### src/common/axis_pkg.sv
package axis_pkg;

    ////////////////////////////////////////////////////////////////////////////
    // stream word geometry
    ////////////////////////////////////////////////////////////////////////////

    localparam int data_width = 32;                     // bits per stream word
    localparam int keep_width = 4;                      // one flag per byte
    localparam int byte_width = data_width / keep_width; // 8 bits per lane

    ////////////////////////////////////////////////////////////////////////////
    // word and mask types
    ////////////////////////////////////////////////////////////////////////////

    // payload word, byte 0 in the low bits
    typedef logic [data_width-1:0] axis_word_t;

    // byte valid mask, bit i covers byte i
    typedef logic [keep_width-1:0] axis_keep_t;

    // mask values used on framing and idle words
    localparam axis_keep_t keep_all  = '1;  // every byte valid
    localparam axis_keep_t keep_none = '0;  // nothing valid, gap and idle

endpackage

### src/common/burst_pkg.sv
package burst_pkg;

    ////////////////////////////////////////////////////////////////////////////
    // counter widths
    ////////////////////////////////////////////////////////////////////////////

    localparam int count_width = 16;  // occupancy and burst counters

    ////////////////////////////////////////////////////////////////////////////
    // burst framing
    ////////////////////////////////////////////////////////////////////////////

    // psync style delimiter, marks start of payload
    localparam logic [31:0] delimiter_word = 32'hB2C50FA1;

    localparam logic [count_width-1:0] trailer_repeat = 16'd3;   // trailer words
    localparam logic [count_width-1:0] ifg_words      = 16'd10;  // idle after burst

    // packet memory
    localparam logic [count_width-1:0] buffer_depth = 16'd64;    // words
    localparam logic [count_width-1:0] start_level  = 16'd10;    // early start level
    localparam int addr_width = $clog2(buffer_depth);            // pointer bits

    // sequencer states, in burst order
    typedef enum logic [2:0] {
        idle,       // waiting for burst_ready
        preamble,   // preamble words going out
        delimiter,  // delimiter on the lane, first pop
        data,       // frame payload
        trailer,    // trailer pattern repeats
        gap         // inter-frame idle
    } burst_state_t;

endpackage

### src/buffer/packet_buffer.sv
`timescale 1ns/1ns

module packet_buffer
    import axis_pkg::*;
    import burst_pkg::*;
(
    input  logic       axis_clk,
    input  logic       axis_reset,

    // write side, axi-stream slave
    input  axis_word_t in_data,
    input  axis_keep_t in_keep,
    input  logic       in_last,
    input  logic       in_user,
    input  logic       in_valid,
    output logic       in_ready,

    // read side, oldest word shown fall-through
    input  logic       pop,
    output axis_word_t head_data,
    output axis_keep_t head_keep,
    output logic       head_last,
    output logic       head_user,
    output logic       head_valid,

    output logic       burst_ready  // enough stored to start a burst
);

    ////////////////////////////////////////////////////////////////////////////
    // storage
    ////////////////////////////////////////////////////////////////////////////

    axis_word_t mem_data [buffer_depth];
    axis_keep_t mem_keep [buffer_depth];
    logic       mem_last [buffer_depth];
    logic       mem_user [buffer_depth];

    logic [addr_width-1:0]  wr_ptr;
    logic [addr_width-1:0]  rd_ptr;
    logic [count_width-1:0] word_count;  // words held
    logic [count_width-1:0] last_count;  // complete frames held

    logic do_write;
    logic do_read;

    assign in_ready = (word_count < buffer_depth);  // any free slot
    assign do_write = in_valid && in_ready;
    assign do_read  = pop && head_valid;

    always_ff @(posedge axis_clk) begin
        if (do_write) begin
            mem_data[wr_ptr] <= in_data;
            mem_keep[wr_ptr] <= in_keep;
            mem_last[wr_ptr] <= in_last;
            mem_user[wr_ptr] <= in_user;
        end
    end

    // async read, a write shows up at the head one cycle later
    assign head_valid = (word_count != '0);
    assign head_data  = mem_data[rd_ptr];
    assign head_keep  = mem_keep[rd_ptr];
    assign head_last  = mem_last[rd_ptr];
    assign head_user  = mem_user[rd_ptr];

    ////////////////////////////////////////////////////////////////////////////
    // pointers and occupancy
    ////////////////////////////////////////////////////////////////////////////

    always_ff @(posedge axis_clk) begin
        if (axis_reset) begin
            wr_ptr      <= '0;
            rd_ptr      <= '0;
            word_count  <= '0;
            last_count  <= '0;
            burst_ready <= 1'b0;
        end else begin
            if (do_write)
                wr_ptr <= wr_ptr + 1'b1;  // wraps at depth, power of two
            if (do_read)
                rd_ptr <= rd_ptr + 1'b1;

            // net change, write and read may share a cycle
            word_count <= word_count + count_width'(do_write) - count_width'(do_read);

            // frames fully inside the buffer
            last_count <= last_count
                        + count_width'(do_write && in_last)
                        - count_width'(do_read && head_last);

            // lags the counts by one cycle
            burst_ready <= (word_count >= start_level) || (last_count != '0);
        end
    end

endmodule

### src/framer/burst_sequencer.sv
`timescale 1ns/1ns

module burst_sequencer
    import axis_pkg::*;
    import burst_pkg::*;
(
    input  logic                   axis_clk,
    input  logic                   axis_reset,

    // run configuration, steady while running
    input  logic [count_width-1:0] preamble_words,   // at least 1
    input  axis_word_t             preamble_pattern,
    input  axis_word_t             trailer_pattern,

    // buffer head
    input  axis_word_t             head_data,
    input  axis_keep_t             head_keep,
    input  logic                   head_last,
    input  logic                   head_user,
    input  logic                   head_valid,
    input  logic                   burst_ready,
    output logic                   pop,

    // raw lane side, never stalls
    output axis_word_t             out_data,
    output axis_keep_t             out_keep,
    output logic                   out_last,
    output logic                   out_user,
    output logic                   out_valid
);

    burst_state_t           state;
    logic [count_width-1:0] word_cnt;   // per-state word counter
    axis_word_t             data_word;  // head word after keep masking

    // pop while the delimiter or payload is on the lane
    assign pop = head_valid && ((state == delimiter) || (state == data));

    ////////////////////////////////////////////////////////////////////////////
    // last word byte masking
    ////////////////////////////////////////////////////////////////////////////

    always_comb begin
        data_word = head_data;
        if (head_last) begin
            for (int i = 0; i < keep_width; i++) begin
                if (!head_keep[i])
                    data_word[i*byte_width +: byte_width] = '0;  // dead byte
            end
        end
    end

    ////////////////////////////////////////////////////////////////////////////
    // burst FSM, outputs registered with the state
    ////////////////////////////////////////////////////////////////////////////

    always_ff @(posedge axis_clk) begin
        if (axis_reset) begin
            state     <= idle;
            word_cnt  <= '0;
            out_data  <= '0;
            out_keep  <= keep_none;
            out_last  <= 1'b0;
            out_user  <= 1'b0;
            out_valid <= 1'b0;
        end else begin
            // idle word unless a state says otherwise
            out_data  <= '0;
            out_keep  <= keep_none;
            out_last  <= 1'b0;
            out_user  <= 1'b0;
            out_valid <= 1'b0;

            case (state)
                idle: begin
                    if (burst_ready) begin
                        out_data  <= preamble_pattern;  // first preamble word
                        out_keep  <= keep_all;
                        out_valid <= 1'b1;
                        word_cnt  <= 16'd1;
                        state     <= preamble;
                    end
                end
                preamble: begin
                    out_keep  <= keep_all;
                    out_valid <= 1'b1;
                    if (word_cnt < preamble_words) begin
                        out_data <= preamble_pattern;
                        word_cnt <= word_cnt + 1'b1;
                    end else begin
                        out_data <= delimiter_word;  // preamble done
                        state    <= delimiter;
                    end
                end
                delimiter, data: begin
                    // a missing head word leaves a hole in the payload
                    if (head_valid) begin
                        out_data  <= data_word;
                        out_keep  <= head_keep;
                        out_user  <= head_user;
                        out_valid <= 1'b1;
                        if (head_last) begin
                            word_cnt <= '0;
                            state    <= trailer;
                        end else begin
                            state <= data;
                        end
                    end else begin
                        state <= data;
                    end
                end
                trailer: begin
                    out_data  <= trailer_pattern;
                    out_keep  <= keep_all;
                    out_valid <= 1'b1;
                    if (word_cnt == trailer_repeat - 1'b1) begin
                        out_last <= 1'b1;  // closes the burst
                        word_cnt <= '0;
                        state    <= gap;
                    end else begin
                        word_cnt <= word_cnt + 1'b1;
                    end
                end
                gap: begin
                    if (word_cnt == ifg_words - 1'b1) begin
                        word_cnt <= '0;
                        state    <= idle;
                    end else begin
                        word_cnt <= word_cnt + 1'b1;
                    end
                end
                default: state <= idle;
            endcase
        end
    end

endmodule

### src/hdl/xgpon_burst_tx.sv
`timescale 1ns/1ns

module xgpon_burst_tx
    import axis_pkg::*;
    import burst_pkg::*;
(
    input  logic                   axis_clk,
    input  logic                   axis_reset,

    // ethernet frames in
    input  axis_word_t             in_data,
    input  axis_keep_t             in_keep,
    input  logic                   in_last,
    input  logic                   in_user,
    input  logic                   in_valid,
    output logic                   in_ready,

    // burst configuration
    input  logic [count_width-1:0] preamble_words,
    input  axis_word_t             preamble_pattern,
    input  axis_word_t             trailer_pattern,

    // framed bursts to the serial lane
    output axis_word_t             out_data,
    output axis_keep_t             out_keep,
    output logic                   out_last,
    output logic                   out_user,
    output logic                   out_valid
);

    ////////////////////////////////////////////////////////////////////////////
    // buffer head to sequencer
    ////////////////////////////////////////////////////////////////////////////

    axis_word_t head_data;
    axis_keep_t head_keep;
    logic       head_last;
    logic       head_user;
    logic       head_valid;
    logic       burst_ready;
    logic       pop;

    packet_buffer u_buffer (
        .axis_clk    (axis_clk),
        .axis_reset  (axis_reset),
        .in_data     (in_data),
        .in_keep     (in_keep),
        .in_last     (in_last),
        .in_user     (in_user),
        .in_valid    (in_valid),
        .in_ready    (in_ready),
        .pop         (pop),
        .head_data   (head_data),
        .head_keep   (head_keep),
        .head_last   (head_last),
        .head_user   (head_user),
        .head_valid  (head_valid),
        .burst_ready (burst_ready)
    );

    burst_sequencer u_sequencer (
        .axis_clk         (axis_clk),
        .axis_reset       (axis_reset),
        .preamble_words   (preamble_words),
        .preamble_pattern (preamble_pattern),
        .trailer_pattern  (trailer_pattern),
        .head_data        (head_data),
        .head_keep        (head_keep),
        .head_last        (head_last),
        .head_user        (head_user),
        .head_valid       (head_valid),
        .burst_ready      (burst_ready),
        .pop              (pop),
        .out_data         (out_data),
        .out_keep         (out_keep),
        .out_last         (out_last),
        .out_user         (out_user),
        .out_valid        (out_valid)
    );

endmodule

### config.mk
export PLATFORM = sky130hd
export DESIGN_NAME = xgpon_burst_tx
export DESIGN_NICKNAME = d
export VERILOG_FILES = /design/src/common/axis_pkg.sv /design/src/common/burst_pkg.sv /design/src/buffer/packet_buffer.sv /design/src/framer/burst_sequencer.sv /design/src/hdl/xgpon_burst_tx.sv
export SDC_FILE = /design/constraint.sdc
export NUM_CORES = 2
export LEC_CHECK = 0
export ABC_AREA = 1
export BUFFER_PORTS_ARGS = -buffer_cell sky130_fd_sc_hd__buf_2
export CORE_UTILIZATION = 40
export DETAILED_ROUTE_END_ITERATION = 12
export PLACE_DENSITY = 0.57
export SYNTH_ARGS = -nofsm -noshare
export SYNTH_HDL_FRONTEND = slang
export SYNTH_SLANG_ARGS = --single-unit
export TNS_END_PERCENT = 10
### constraint.sdc
create_clock -name axis_clk -period 5.5 [get_ports axis_clk]
set_input_delay 0.55 -clock axis_clk [delete_from_list [all_inputs] [get_ports axis_clk]]
set_output_delay 0.55 -clock axis_clk [all_outputs]
set_load 0.01 [all_outputs]
* Word level (Yosys, flattened, before mapping)
Memories as Yosys holds them, arrays and structs flattened. A register that Yosys moved wholly into a read port is not among the register bits. Cells that the tools add are included.
Word-level totals: bits in registers 102, memory bits (writable) 2432, bits of input ports 121, output and inout bits 40, logic and storage cells 97, memories kept 4
Operators by class: add/sub/neg operators 7, magnitude comparators 3, equal/unequal tests 14, mux-type cells 38, bitwise logic cells 3, reduce and logical (&&, ||, !) cells 17
Memory list:
- u_buffer.mem_data | depth 64, bits a word 32, read ports 1, clocked after memory_dff 1, write ports 1, line packet_buffer.sv:33 | axis_word_t mem_data [buffer_depth];
- u_buffer.mem_keep | depth 64, bits a word 4, read ports 1, clocked after memory_dff 1, write ports 1, line packet_buffer.sv:34 | axis_keep_t mem_keep [buffer_depth];
- u_buffer.mem_last | depth 64, bits a word 1, read ports 1, clocked after memory_dff 1, write ports 1, line packet_buffer.sv:35 | logic mem_last [buffer_depth];
- u_buffer.mem_user | depth 64, bits a word 1, read ports 1, clocked after memory_dff 1, write ports 1, line packet_buffer.sv:36 | logic mem_user [buffer_depth];
Operators with widths (count):
- 2-to-1 mux 32 bit | 4
- one-hot mux 32 bit (4 select lines) | 1
- 2-to-1 mux 16 bit | 6
- one-hot mux 16 bit (5 select lines) | 1
- 2-to-1 mux 6 bit | 6
- adder 16 x 1 -> 16 bit | 2
- 2-to-1 mux 8 bit | 4
- nonzero test 16 bit | 2
- subtractor 16 x 1 -> 16 bit | 2
- 2-to-1 mux 3 bit | 6
- adder 16 x 1 -> 16 bit (second input constant) | 1
- == test 16 x 2 -> 1 bit (second input constant) | 1
- == test 16 x 4 -> 1 bit (second input constant) | 1
- greater-or-equal comparator 16 x 4 -> 1 bit (second input constant) | 1
- < comparator 16 bit | 1
- < comparator 16 x 7 -> 1 bit (second input constant) | 1
- one-hot mux 3 bit (5 select lines) | 1
- adder 6 x 1 -> 6 bit (second input constant) | 2
- one-hot mux 4 bit (3 select lines) | 1
- 2-to-1 mux 4 bit | 2
- inequality test 2 bit (second input constant) | 4
- == test 3 x 2 -> 1 bit (second input constant) | 2
- == test 3 bit (second input constant) | 2
- inequality test 2 x 1 -> 1 bit (second input constant) | 3
- 12 further kinds | 25

* Longest topological paths before layout
depth after elaboration 6, mapped depth 27, gate-level depth less buffers 24

* Modules after synthesis
A second synthesis with hierarchy kept.
Second synthesis, totals: cell total of the unflattened synthesis 8979, area total of the unflattened synthesis 104207.4 sq um
By module, submodules not included:
- packet_buffer | times used 1, cells an instance 8437, area each 100525.2 sq um, sequential area each 74051.0 sq um
- burst_sequencer | times used 1, cells an instance 542, area each 3682.3 sq um, sequential area each 1161.1 sq um

* Worst setup path before layout
Ideal clock, no wire load.
path kind register to register, start point register u_buffer.word_count[8], end point memory u_buffer.mem_data[63][0] in the netlist's numbering (enable), library setup time 0.483 ns, data arrival time 3.986 ns, required time 5.017 ns, setup slack 1.031 ns, cell stages (with the launch flop) 10, buffers on the path 1, clock period less this slack 4.469 ns, cell sequence dfxtp_1 -> inv_1 -> ha_1 -> nand2_1 -> nor2_1 -> o21ai_0 -> nor2_1 -> nand2_1 -> clkbuf_1 -> nor3_1
On the way: cells in the longest elaborated chain, start to end 4
RTL lines:
- start, declared | line packet_buffer.sv:40 | logic [count_width-1:0] word_count;
- start signal, assigned | line packet_buffer.sv:84 | word_count <= word_count + count_width'(do_write) - count_width'(do_read);
- < comparator 16 x 7 -> 1 bit | line packet_buffer.sv:46 | assign in_ready = (word_count < buffer_depth);
- net in_ready | line xgpon_burst_tx.sv:16 | output logic in_ready,
- logical AND 1 bit | line packet_buffer.sv:47 | assign do_write = in_valid && in_ready;
- 2-to-1 mux 1 bit | line packet_buffer.sv:51 | if (do_write) begin
- 2-to-1 mux 1 bit (implied by the code) | line packet_buffer.sv:52 | mem_data[wr_ptr] <= in_data;
- end, declared | line packet_buffer.sv:33
The timed path passes the listed nets, and every way through them passes these cells.

==> metrics.md <==
| Metric | Value |
|---|---|
| Sequential share of power | `44.0%` |
| Die footprint | `262000 um^2` |
| Most used DFF post-synth | `edfxtp_1` |
| CTS tree | `yes` |
| Gp weighted congestion | `0.839` |
| Total gr overflow | `0` |
| Resized cells post-CTS | `0` |
| Combinational share of power | `19.9%` |
| Nets@finish | `9214` |
| Psw | `14.8 mW` |
| Clock Path Buffers | `4` |
| Worst hold path cell count | `3` |
| Tot GR Track Use | `24.7%` |
| Min cycle time layout | `4.52 ns` |
| Initial antenna violation count | `17` |
| RSZ-0062 raised after global routing | `no` |
| Fmax | `221 MHz` |
| Routed vias | `71600` |
| # clock sinks | `2541` |
| Clock Power Share | `36.1%` |
| Count of final setup violators | `0` |
| EDFF count, synth | `2432` |
| CP max stage cell | `dfxtp_4` |
| Share of post-route cells with drive strength above 1 | `8.94%` |
| Slew Limit Fails | `0` |
| Ys Warns | `0` |
| Post-route clock skew | `0.0906 ns` |
| Worst reg2reg setup slack | `0.98 ns` |
| DRC | `0` |
| Crit path max-delay family | `simple AND/OR/NAND/NOR gates` |
| Core box area | `257000 um^2` |
| Initial core utilization | `40.4%` |
| Vias in the first global route | `67600` |
| Synthesized area | `104000 um^2` |
| #FFs+latches synth | `2541` |
| Placed cell area | `109000 um^2` |
| Power Density | `421 nW/um^2` |
| Post-CTS Setup Inserts | `0` |
| Worst Setup Path Type | `register to register` |
| Chip width | `512 um` |
| # hold bufs at CTS | `61` |
| Seq/Total Area, Yosys | `72.4%` |
| H-tree depth | `5` |
| Non-filler cells in the finished layout | `12600` |
| Critical path required time | `6.31 ns` |
| Worst EP arrival | `5.33 ns` |
| Post-synthesis cell type count | `43` |
| Clock root buffer | `clkbuf_16` |
| Async SR Flop Fraction | `0%` |
| Reg2Reg Depth | `23` |
| P&R area growth vs syn | `13.6%` |
| Fillers | `23300` |
| FF-to-FF End | `u_buffer.last_count[12]$_SDFF_PP0_` |
| Critical Path End Type | `register` |
| IO Pins | `161` |
| Worst hold path endpoint | `u_sequencer.out_data[17]$_SDFF_PP0_` |
| Initial DRC Count | `9869` |
| Syn_nets | `9035` |
| Maximum vdd drop | `0.341 mV` |
| Total power | `49.6 mW` |
| Maximum cell stage delay along the critical path | `0.71 ns` |
| Drt total wl | `331000 um` |
| Min-delay worst type | `primary input to register` |
| First-pass GRT wire length | `477000 um` |
| Net Sw Frac | `29.9%` |
| Outcome | `finished clean` |
| Setup TNS | `0 ns` |
| Final worst path period share | `82.2%` |
| Leakage power | `41.6 nW` |
| Via-per-instance ratio | `5.68` |
| Slew HR | `15.0%` |
| Worst-skew pair later-pin latency | `0.94 ns` |
| Internal power | `34.8 mW` |
| Cell Rows | `186` |
| Hold path start | `trailer_pattern[17]` |
| Largest net degree at the start of global routing | `177` |
| Drt pass-1 iters | `6` |
| Finished layout cell area | `118000 um^2` |
| Antenna-violating nets left | `0` |
| Post-Syn Instances | `8837` |
| DP Cell Count | `12000` |
| Hold Slack | `0.0842 ns` |
| WP buf/inv | `4` |
| Startpoint types | `register` |
| DP Wirelength | `177000 um` |
| Die height | `512 um` |
| Worst Path Max Fanout | `54` |
| CTS buffer count | `288` |
| Port buffer count | `160` |
| Max capacitance violation total | `0` |
| Final Hold Vio Count | `0` |
| Worst slew pin tran | `1.27 ns` |
| Syn_area_per_cell | `11.8 um^2` |
| Cells along the critical path | `inv_8, nand3_1, nand3_1, nand3_1, nand3_1, nand3_1, nand2_1, nor2_1, ha_1, inv_1, ha_1, inv_1, fa_1, o21ai_0, a21oi_1, inv_1, nand2_1, nand2_1, a21boi_0, o21ai_0, nand2_1, nand2_1, nor2_1` |
| Clk slew on worst S/H paths | `0.06 ns` |
| Avg WL per Cell | `26.3 um` |
-- per-layer routing --
metal  GRT usage [%]  wire [um]
met2            39.0     153000
met1            35.2     138000
met5               0         21
met3            3.75      29800
met4            7.64      10500
-- flip-flops by register name, indices dropped and copies added (netlist names), named ones only --
| register | flops |
|---|---|
| u_buffer.mem_data | 2048 |
| u_buffer.mem_keep | 256 |
| u_buffer.mem_last | 64 |
| u_buffer.mem_user | 64 |
| u_sequencer.out_data | 32 |
| u_buffer.last_count | 16 |
| u_buffer.word_count | 16 |
| u_sequencer.word_cnt | 16 |
| u_buffer.rd_ptr | 6 |
| u_buffer.wr_ptr | 6 |
| u_sequencer.out_keep | 4 |
| u_sequencer.state | 3 |
| u_buffer.burst_ready | 1 |
| u_sequencer.out_last | 1 |
| u_sequencer.out_user | 1 |
| u_sequencer.out_valid | 1 |
-- cell type report --
cell class	count	area [um^2]	area share, %
multi-input cells	5563	25700	21.8
repair buffers	444	3520	2.99
clock inverters	123	922	0.782
inverters	178	701	0.594
clock buffers	368	7660	6.50
well taps	3384	4230	3.59
flip-flops and latches	2541	75200	63.8
diodes	4	10.0	0.00849
-- per-stage QoR --
stage,setup slack [ns],utilization [%]
final,0.980,45.8
after global routing,0.562,45.8
after CTS,1.05,45.8
after detailed placement,1.08,42.2
after global placement,0.985,42.2
after floorplan,1.03,-
-- worst reg2reg max path: stages, from the launching register on --
cell and delay, ns:
dfxtp_4 0.71, inv_8 0.30, nand3_1 0.19, nand3_1 0.08
nand3_1 0.10, nand3_1 0.18, nand3_1 0.15, nand2_1 0.21
nor2_1 0.22, ha_1 0.26, inv_1 0.05, ha_1 0.15
inv_1 0.06, fa_1 0.43, o21ai_0 0.32, a21oi_1 0.17
inv_1 0.11, nand2_1 0.06, nand2_1 0.11, a21boi_0 0.13
o21ai_0 0.22, nand2_1 0.08, nand2_1 0.06, nor2_1 0.05
-- cells in the final DEF (no fill, tap or decap), drive strengths merged, types with 2 or more instances in the layout --
cell,netlist,layout
nand2,2576,2576
edfxtp,2432,2432
nand3,2143,2143
buf,411,383
clkbuf,144,368
nor2,270,270
inv,176,183
o21ai,178,178
a21oi,149,149
dfxtp,109,109
clkinv,2,103
ha,75,75
dlygate4sd3,0,61
o22ai,51,51
a22oi,32,32
nand4,18,18
nor3,15,15
bufinv,0,12
nor4,7,7
o221ai,7,7
o31ai,5,5
diode,0,4
o21a,4,4
xor2,3,3
o21bai,3,3
a211oi,3,3
a21o,3,3
a21boi,3,3
nand3b,3,3
a31oi,3,3
clkinvlp,0,3
xnor2,2,2
o211ai,2,2
fa,2,2
-- logic make-up after synthesis --
kind of cell | synth area share (%)
compound gates | 2.38
simple gates | 20.9
buf+inv | 3.35
xor+xnor | 0.0422
fa+ha+maj | 0.942
flops | 72.4
-- Yosys cell counts, types with 4 or more instances --
library cell | number | area [um^2]
nand2_1 | 2574 | 9660
edfxtp_1 | 2432 | 73000
nand3_1 | 2143 | 10700
nor2_1 | 269 | 1010
buf_2 | 221 | 1110
inv_1 | 174 | 653
o21ai_0 | 170 | 851
a21oi_1 | 149 | 746
clkbuf_1 | 144 | 541
dfxtp_1 | 109 | 2180
buf_1 | 89 | 334
buf_4 | 83 | 623
ha_1 | 75 | 938
o22ai_1 | 51 | 319
a22oi_1 | 32 | 240
buf_6 | 18 | 203
nand4_1 | 18 | 113
nor3_1 | 15 | 75.1
o21ai_1 | 8 | 40.0
nor4_1 | 7 | 43.8
o221ai_1 | 7 | 61.3
o31ai_1 | 5 | 37.5
o21a_1 | 4 | 30.0
-- worst max-delay path by stage --
| stage | depth (start not counted) | end | slack (ns) | startpoint |
|---|---|---|---|---|
| 6_report | 23 | u_buffer.last_count[12]$_SDFF_PP0_ | 0.98 | register |
| 3_5_place_dp | 23 | u_buffer.last_count[12]$_SDFF_PP0_ | 1.08 | register |
| 3_3_place_gp | 23 | u_buffer.last_count[12]$_SDFF_PP0_ | 0.98 | register |
| 5_1_grt | 23 | u_buffer.last_count[12]$_SDFF_PP0_ | 0.56 | register |
| 4_1_cts | 23 | u_buffer.last_count[12]$_SDFF_PP0_ | 1.05 | register |
| 2_1_floorplan | 9 | u_buffer.mem_data[63][0]$_DFFE_PP_ | 1.03 | u_buffer.word_count[8]$_SDFF_PP0_ |
-- power groups by stage --
stage                     clock, mW  sequential (mW)  combinational (mW)
final                          17.9             21.8                9.88
after detailed placement          0             22.2                9.63
after floorplan                   0             22.2                6.59
after global placement            0             22.2                9.53
after CTS                      18.1             21.8                9.82
after global routing           18.9             21.9                10.9
(Power assumes the default switching activity.)
